File: src/dcache_defines.svh
// cache geometry for the 2-way write-back data cache
// byte address, word aligned; bits 1:0 are always zero
`ifndef DCACHE_DEFINES_SVH
`define DCACHE_DEFINES_SVH

`define DC_ADDR_W 32 // byte address
`define DC_WORD_W 32

// tag is addr[31:6], index addr[5:3], word select addr[2]
`define DC_TAG_W 26
`define DC_IDX_W 3

`define DC_SETS 8
`define DC_WORDS 2 // words per block

`endif
File: src/dcache_pkg.sv
// shared types for the data cache
// widths come from the defines header
`include "dcache_defines.svh"

package dcache_pkg;

	typedef logic [`DC_WORD_W-1:0] word_t;
	typedef logic [`DC_TAG_W-1:0] tag_t;
	typedef logic [`DC_IDX_W-1:0] idx_t;

	// one block frame, 92 bits
	typedef struct packed {
		logic valid;
		logic dirty;
		tag_t tag;
		word_t [`DC_WORDS-1:0] data;
	} frame_t;

	typedef struct packed {
		logic ren;
		logic wen;
		logic [`DC_ADDR_W-1:0] addr;
		word_t store;
	} cpu_req_t;

	typedef struct packed {
		logic hit; // strobe, request retires this cycle
		word_t load;
	} cpu_rsp_t;

	typedef struct packed {
		logic ren;
		logic wen;
		logic [`DC_ADDR_W-1:0] addr;
		word_t store;
	} mem_req_t;

	typedef struct packed {
		logic dwait; // level, transfer stalls while high
		word_t load;
	} mem_rsp_t;

	// frame write from the controller into the store
	typedef struct packed {
		logic en;
		logic way;
		idx_t idx;
		frame_t frame;
	} line_upd_t;

	typedef enum logic [3:0] {
		IDLE, WB1, WB2, LD1, LD2, DIRTY, FLUSH1, FLUSH2, HALT
	} ctrl_state_t;

endpackage

File: src/dcache.sv
// 2-way write-back data cache, 8 sets of two-word blocks
// processor holds each request until hit; memory stalls with dwait
// after halt the cache flushes and stays flushed until reset

module dcache (
	input logic CLK,
	input logic nRST,
	input dcache_pkg::cpu_req_t req,
	input logic halt,
	output dcache_pkg::cpu_rsp_t rsp,
	output logic flushed,
	output dcache_pkg::mem_req_t mreq,
	input dcache_pkg::mem_rsp_t mrsp
);

	dcache_pkg::frame_t way0, way1, flush_frame;
	logic hit, hit_way, lru;
	dcache_pkg::line_upd_t upd;
	logic lru_upd, lru_way;
	dcache_pkg::idx_t flush_idx;
	logic flush_way;

	dcache_tag_store u_store (
		.CLK(CLK),
		.nRST(nRST),
		.addr(req.addr), // lookup always at the request address
		.flush_idx(flush_idx),
		.flush_way(flush_way),
		.upd(upd),
		.lru_upd(lru_upd),
		.lru_way(lru_way),
		.way0(way0),
		.way1(way1),
		.hit(hit),
		.hit_way(hit_way),
		.lru(lru),
		.flush_frame(flush_frame)
	);

	dcache_ctrl u_ctrl (
		.CLK(CLK),
		.nRST(nRST),
		.req(req),
		.halt(halt),
		.way0(way0),
		.way1(way1),
		.hit(hit),
		.hit_way(hit_way),
		.lru(lru),
		.flush_frame(flush_frame),
		.mrsp(mrsp),
		.rsp(rsp),
		.flushed(flushed),
		.mreq(mreq),
		.upd(upd),
		.lru_upd(lru_upd),
		.lru_way(lru_way),
		.flush_idx(flush_idx),
		.flush_way(flush_way)
	);

endmodule

File: src/dcache_ctrl.sv
// miss handling and halt flush for the data cache
// one request at a time, held by the processor until hit
// victim is written back as two words, then the block filled word 0 first
`include "dcache_defines.svh"

module dcache_ctrl (
	input logic CLK,
	input logic nRST,
	input dcache_pkg::cpu_req_t req,
	input logic halt,
	input dcache_pkg::frame_t way0,
	input dcache_pkg::frame_t way1,
	input logic hit,
	input logic hit_way,
	input logic lru,
	input dcache_pkg::frame_t flush_frame,
	input dcache_pkg::mem_rsp_t mrsp,
	output dcache_pkg::cpu_rsp_t rsp,
	output logic flushed,
	output dcache_pkg::mem_req_t mreq,
	output dcache_pkg::line_upd_t upd,
	output logic lru_upd,
	output logic lru_way,
	output dcache_pkg::idx_t flush_idx,
	output logic flush_way
);

	dcache_pkg::ctrl_state_t state, nxt_state;
	logic [4:0] flush_cnt, nxt_flush_cnt; // bit 3 picks way, bit 4 means done
	dcache_pkg::tag_t tag;
	dcache_pkg::idx_t idx;
	logic offset;
	logic pending;
	dcache_pkg::frame_t hit_frame, victim;

	assign tag = req.addr[`DC_ADDR_W-1 -: `DC_TAG_W];
	assign idx = req.addr[`DC_ADDR_W-`DC_TAG_W-1 -: `DC_IDX_W];
	assign offset = req.addr[2];
	assign pending = req.ren | req.wen;

	assign hit_frame = hit_way ? way1 : way0;
	assign victim = lru ? way1 : way0;

	assign flush_idx = flush_cnt[2:0];
	assign flush_way = flush_cnt[3];

	always_ff @(posedge CLK, negedge nRST) begin
		if (!nRST) begin
			state <= dcache_pkg::IDLE;
			flush_cnt <= '0;
		end
		else begin
			state <= nxt_state;
			flush_cnt <= nxt_flush_cnt;
		end
	end

	always_comb begin
		nxt_state = state;
		nxt_flush_cnt = flush_cnt;
		rsp = '0;
		flushed = 1'b0;
		mreq = '0;
		upd = '0;
		lru_upd = 1'b0;
		lru_way = hit_way;

		case (state)
			dcache_pkg::IDLE: begin
				if (pending && hit) begin
					rsp.hit = 1'b1;
					rsp.load = hit_frame.data[offset];
					lru_upd = 1'b1;
					if (req.wen) begin // merge store word, mark dirty
						upd.en = 1'b1;
						upd.way = hit_way;
						upd.idx = idx;
						upd.frame = hit_frame;
						upd.frame.dirty = 1'b1;
						upd.frame.data[offset] = req.store;
					end
				end
				else if (pending) begin
					nxt_state = victim.dirty ? dcache_pkg::WB1 : dcache_pkg::LD1;
				end
				else if (halt) begin
					nxt_flush_cnt = '0;
					nxt_state = dcache_pkg::DIRTY;
				end
			end

			dcache_pkg::WB1, dcache_pkg::WB2: begin
				mreq.wen = 1'b1;
				mreq.addr = {victim.tag, idx, state == dcache_pkg::WB2, 2'b00};
				mreq.store = victim.data[state == dcache_pkg::WB2];
				if (!mrsp.dwait) begin
					nxt_state = (state == dcache_pkg::WB1) ? dcache_pkg::WB2 : dcache_pkg::LD1;
				end
			end

			dcache_pkg::LD1: begin
				mreq.ren = 1'b1;
				mreq.addr = {tag, idx, 3'b000};
				// park word 0 in the victim, invalid until the second word
				upd.en = !mrsp.dwait;
				upd.way = lru;
				upd.idx = idx;
				upd.frame = '{valid: 1'b0, dirty: 1'b0, tag: tag,
					data: {victim.data[1], mrsp.load}};
				if (!mrsp.dwait) begin
					nxt_state = dcache_pkg::LD2;
				end
			end

			dcache_pkg::LD2: begin
				mreq.ren = 1'b1;
				mreq.addr = {tag, idx, 3'b100};
				upd.en = !mrsp.dwait;
				upd.way = lru;
				upd.idx = idx;
				upd.frame = '{valid: 1'b1, dirty: 1'b0, tag: tag,
					data: {mrsp.load, victim.data[0]}};
				if (!mrsp.dwait) begin
					nxt_state = dcache_pkg::IDLE; // retry hits there
				end
			end

			dcache_pkg::DIRTY: begin
				if (flush_cnt[4]) begin
					nxt_state = dcache_pkg::HALT;
				end
				else if (flush_frame.dirty) begin
					nxt_state = dcache_pkg::FLUSH1;
				end
				else begin
					nxt_flush_cnt = flush_cnt + 5'd1; // clean frame, skip
				end
			end

			dcache_pkg::FLUSH1: begin
				mreq.wen = 1'b1;
				mreq.addr = {flush_frame.tag, flush_idx, 3'b000};
				mreq.store = flush_frame.data[0];
				if (!mrsp.dwait) begin
					nxt_state = dcache_pkg::FLUSH2;
				end
			end

			dcache_pkg::FLUSH2: begin
				mreq.wen = 1'b1;
				mreq.addr = {flush_frame.tag, flush_idx, 3'b100};
				mreq.store = flush_frame.data[1];
				if (!mrsp.dwait) begin
					upd.en = 1'b1;
					upd.way = flush_way;
					upd.idx = flush_idx;
					upd.frame = flush_frame;
					upd.frame.dirty = 1'b0;
					nxt_flush_cnt = flush_cnt + 5'd1;
					nxt_state = dcache_pkg::DIRTY;
				end
			end

			dcache_pkg::HALT: begin
				flushed = 1'b1; // held until reset
			end

			default: begin
				nxt_state = dcache_pkg::IDLE;
			end
		endcase
	end

	// victim keeps its dirty block until both words are written back
	a_wb_victim_dirty: assert property (@(posedge CLK) disable iff (!nRST)
		(state == dcache_pkg::WB1 || state == dcache_pkg::WB2)
		|-> victim.valid && victim.dirty);

	// a flush write only ever targets a dirty frame
	a_flush_frame_dirty: assert property (@(posedge CLK) disable iff (!nRST)
		(state == dcache_pkg::FLUSH1 || state == dcache_pkg::FLUSH2)
		|-> flush_frame.valid && flush_frame.dirty);

endmodule

File: src/dcache_tag_store.sv
// frame arrays of both ways plus one LRU bit per set
// lookup is combinational, writes land on the next edge
// lru bit names the way to evict next
`include "dcache_defines.svh"

module dcache_tag_store (
	input logic CLK,
	input logic nRST,
	input logic [`DC_ADDR_W-1:0] addr,
	input dcache_pkg::idx_t flush_idx,
	input logic flush_way,
	input dcache_pkg::line_upd_t upd,
	input logic lru_upd,
	input logic lru_way,
	output dcache_pkg::frame_t way0,
	output dcache_pkg::frame_t way1,
	output logic hit,
	output logic hit_way,
	output logic lru,
	output dcache_pkg::frame_t flush_frame
);

	dcache_pkg::tag_t tag;
	dcache_pkg::idx_t idx;
	logic hit0, hit1;

	// valid and dirty per way, indexed [way][set]
	logic [1:0][`DC_SETS-1:0] valid_bits;
	logic [1:0][`DC_SETS-1:0] dirty_bits;
	logic [`DC_SETS-1:0] lru_bits;
	dcache_pkg::tag_t tag_mem [2][`DC_SETS];
	dcache_pkg::word_t [`DC_WORDS-1:0] data_mem [2][`DC_SETS];

	assign tag = addr[`DC_ADDR_W-1 -: `DC_TAG_W];
	assign idx = addr[`DC_ADDR_W-`DC_TAG_W-1 -: `DC_IDX_W];

	function automatic dcache_pkg::frame_t read_frame(input logic way,
			input dcache_pkg::idx_t i);
		dcache_pkg::frame_t f;
		f.valid = valid_bits[way][i];
		f.dirty = dirty_bits[way][i];
		f.tag = tag_mem[way][i];
		f.data = data_mem[way][i];
		return f;
	endfunction

	always_comb begin
		way0 = read_frame(1'b0, idx);
		way1 = read_frame(1'b1, idx);
		flush_frame = read_frame(flush_way, flush_idx); // flush scan pointer
	end

	assign hit0 = way0.valid && (way0.tag == tag);
	assign hit1 = way1.valid && (way1.tag == tag);
	assign hit = hit0 | hit1;
	assign hit_way = hit1;
	assign lru = lru_bits[idx];

	always_ff @(posedge CLK, negedge nRST) begin
		if (!nRST) begin
			valid_bits <= '0;
			dirty_bits <= '0;
			lru_bits <= '0;
		end
		else begin
			if (upd.en) begin
				valid_bits[upd.way][upd.idx] <= upd.frame.valid;
				dirty_bits[upd.way][upd.idx] <= upd.frame.dirty;
			end
			if (lru_upd) begin
				lru_bits[idx] <= ~lru_way; // other way becomes victim
			end
		end
	end

	always_ff @(posedge CLK) begin
		if (upd.en) begin
			tag_mem[upd.way][upd.idx] <= upd.frame.tag;
			data_mem[upd.way][upd.idx] <= upd.frame.data;
		end
	end

	// a fill must never leave a second valid copy of a tag in the set
	a_single_hit: assert property (@(posedge CLK) disable iff (!nRST)
		!(hit0 && hit1));

endmodule

File: config.mk
export PLATFORM = sky130hd
export DESIGN_NAME = dcache
export DESIGN_NICKNAME = d
export VERILOG_FILES = /design/src/dcache_pkg.sv /design/src/dcache.sv /design/src/dcache_ctrl.sv /design/src/dcache_tag_store.sv
export VERILOG_INCLUDE_DIRS = /design/src
export SDC_FILE = /design/constraint.sdc
export NUM_CORES = 2
export LEC_CHECK = 0
export BUFFER_PORTS_ARGS = -buffer_cell sky130_fd_sc_hd__buf_4
export CAP_MARGIN = 25
export CORE_MARGIN = 4
export CORE_UTILIZATION = 50
export CTS_BUF_LIST = sky130_fd_sc_hd__clkbuf_8
export DETAILED_ROUTE_END_ITERATION = 8
export GPL_ROUTABILITY_DRIVEN = 0
export HOLD_SLACK_MARGIN = 0.08
export PLACE_DENSITY_LB_ADDON = 0.12
export SETUP_SLACK_MARGIN = 0.4
export SYNTH_ARGS = -nofsm -noshare
export SYNTH_HDL_FRONTEND = slang
export SYNTH_SLANG_ARGS = --single-unit
File: constraint.sdc
create_clock -name CLK -period 16.55 [get_ports CLK]
set_input_delay 3.31 -clock CLK [delete_from_list [all_inputs] [get_ports CLK]]
set_output_delay 3.31 -clock CLK [all_outputs]
set_load 0.02 [all_outputs]
==> out/results.ini <==
[critical_path]
critPathMaxFanout=60
worstPathRequired_ns=13.24
critical_path.most_common_cell=buf_4
path_class=in2out
rr_startpoint=u_store.tag_mem[1][169]
start_kind=input port
cp-startpoint=req[36]
worstSetupEndpoint=rsp[4]
rrSetupSlack_ns=9.70
crit_path_end_kind=output port
arrival_ns=9.28
critical_path.max_stage_delay_ns=0.79
r2r_end=u_store.data_mem[0][198]
crit_slowest_cell=nor4_4
crit_chain=buf_6 > buf_12 > nand2b_1 > buf_4 > o22ai_1 > o21a_1 > nor4_1 > nand4_1 > nor4_4 > buf_4 > nor2_1 > a21oi_1 > mux2i_1 > nor2_1 > buf_4
reg2reg_depth=13

[yosys]
synth_edf_count=1440
seq_area_frac_synth_pct=60.8
syn_area_mm2=0.0731
synth_commonest_cells=edfxtp_1, mux4_2, a22oi_1, mux2i_1, clkbuf_1
yosysTopAreaCell=edfxtp_1
ys_top_cells_by_area=edfxtp_1, mux4_2, mux2i_1, a22oi_1, mux2_2
avgSynthCellArea_um2=16.0
synth_cells=4555
synth.distinct_cells=71
yosys_warnings=0
ys.flop_type=edfxtp_1
synthArstFlopShare_pct=3.29
yosysMostFrequentCell=edfxtp_1
synth_seq_cells=1489
yosys.area.top_type_share_pct=59.2

[timing]
worst_slew_pin_slew_ns=1.19
finalCriticalPeriod_ns=12.59
fmax_ghz=0.0795
holdWs_ns=0.510
relSlewSlack_pct=20.9
finalSetupViolCount=0
slew_violations=0
worst_clock_skew_ns=0.0371
hold_violations=0
period_share_pct=76.0
rsz0062_at_grt=no
setup_tns_ns=0

[final_layout]
syn_to_final_growth_pct=11.9
nets=4903
drive_gt1_share_pct=28.8
fill_cells=11467
regArea_mm2=0.0445
multi_input_area_mm2=0.0270

[floorplan]
die_h_um=390
dieArea_mm2=0.152
ios=202
coreArea_mm2=0.145
die_x_um=390
start_util_pct=50.3
num_rows=140

[global_routing]
grt_remaining_overflow=0
grt_max_degree=151
grt_pass1_vias=49897
grt_util_all_layers_pct=33.2
antenna_found_initial=15
grt_pass1_wl_mm=363

[clock_network]
clock_latency_ns=0.99
numCtsBuffers=236
cts.sinks=1489
postCtsResizedCells=0
clkTransAtPathRegs_ns=0.06
cts-htree-levels=4
clock_path_buffers=3
cts_root_buf=clkbuf_8
cts_hold_buf=0
cts_setup_buffers=0
cts_tree=built

[drt]
wirelength_mm=256
routedWlPerCell_um=37.0
via_per_inst=7.30
drtIter0Drc=7905
via_count=50475
wl_met2_mm=117
wl_met1_mm=96.8
route.detailed.drc=11
drt-pass1-iter-count=9
wl_met3_mm=32.5
top_layer=met5
detail-route-antenna-nets=0

[job]
drv_cap=0

[outcome]
violations=DRC
status=complete, but fails checks

[min_path]
hold_path_class=reg2reg

[pwr]
peakVddDrop_uv=117
power_density_mw_per_mm2=137
p_leak_nw=27.0

[placed_design]
dpl.hpwl_mm=136
numPortBuffers=197

## cell type report
cell class | count | area share (%)
Antenna cell | 9 | 0.0275
Clock buffer | 237 | 3.99
Clock inverter | 190 | 1.50
Inverter | 39 | 0.237
Multi-Input combinational cell | 2632 | 33.1
Sequential cell | 1489 | 54.4
Tap cell | 1917 | 2.93
Timing Repair Buffer | 402 | 3.89
## layer usage
layer	global-route usage, %	vias to the layer above
met5	0.606	-
met4	13.0	8
met3	8.16	659
met2	50.6	4082
met1	46.5	25964
li1	-	19762
## per-stage QoR
stage	cell area, um^2	power (mW)	worst slack, ns	std cells	utilization, %
after floorplan	73100	6.82	3.43	4556	-
after global placement	77200	8.13	4.33	6473	53.1
after detailed placement	77300	8.15	4.28	6477	53.1
after CTS	81800	11.2	4.25	6904	56.2
after global routing	81800	11.6	3.80	6912	56.3
final	81800	11.2	3.96	6915	56.3
## power breakdown
part / switching [mW] / internal, mW
Clock: 1.53 / 1.54
Sequential: 0.113 / 4.76
Combinational: 2.09 / 1.19
Total: 3.73 / 7.49
## worst min path at each step
stage / cells after the start / end / slack (ns) / startpoint
floorplan: 1 / u_store.valid_bits[7] / 0.47 / u_store.valid_bits[7]
global placement: 1 / u_store.lru_bits[1] / 0.49 / u_store.lru_bits[1]
detailed placement: 1 / u_store.lru_bits[4] / 0.50 / u_store.lru_bits[4]
CTS: 1 / u_store.lru_bits[4] / 0.51 / u_store.lru_bits[4]
global route: 1 / u_store.valid_bits[12] / 0.53 / u_store.valid_bits[12]
finish: 1 / u_store.lru_bits[4] / 0.51 / u_store.lru_bits[4]
## state kept, by name, indices dropped and copies added (netlist names)
signal	flops
u_store.dirty_bits	16
u_store.valid_bits	16
u_store.lru_bits	8
u_ctrl.flush_cnt	5
u_store.data_mem	1024
u_store.tag_mem	416
u_ctrl.state	4
## worst max-delay path, delay by kind of cell
| kind | cells | cell delay, ns |
|---|---|---|
| buf+inv | 5 | 2.43 |
| compound gates | 3 | 0.63 |
| mux | 1 | 0.10 |
| simple gates | 6 | 2.64 |
## kinds of logic (layout without fill, tap and decap cells)
family	count (synthesis)	in the layout	share of synthesized area, %
compound gates	1062	1062	10.2
xor+xnor	35	35	0.419
fa+ha+maj	1	1	0.0171
buf+inv	435	868	2.41
flops	1489	1489	60.8
mux	969	969	22.3
other cells	1	11	0.00513
simple gates	563	563	3.73
## layout by cell type, fill, tap and decap left out, drive strengths merged, types with 17 or more instances in the layout
master | Yosys | routed
clkbuf | 267 | 237
mux4 | 514 | 514
nor2b | 17 | 17
o22ai | 75 | 75
a221oi | 104 | 104
edfxtp | 1440 | 1440
inv | 37 | 108
mux2 | 160 | 160
nand2 | 76 | 76
a211oi | 17 | 17
and4 | 18 | 18
buf | 129 | 402
mux2i | 295 | 295
nand3 | 28 | 28
a221o | 33 | 33
nand4 | 30 | 30
clkinv | 2 | 103
o21ai | 136 | 136
a22oi | 318 | 318
a21oi | 210 | 210
dfrtp | 49 | 49
nor3 | 31 | 31
a22o | 64 | 64
xnor2 | 20 | 20
and3 | 29 | 29
a222oi | 50 | 50
nor2 | 265 | 265
No activity file was read; power rests on OpenSTA's default activity.
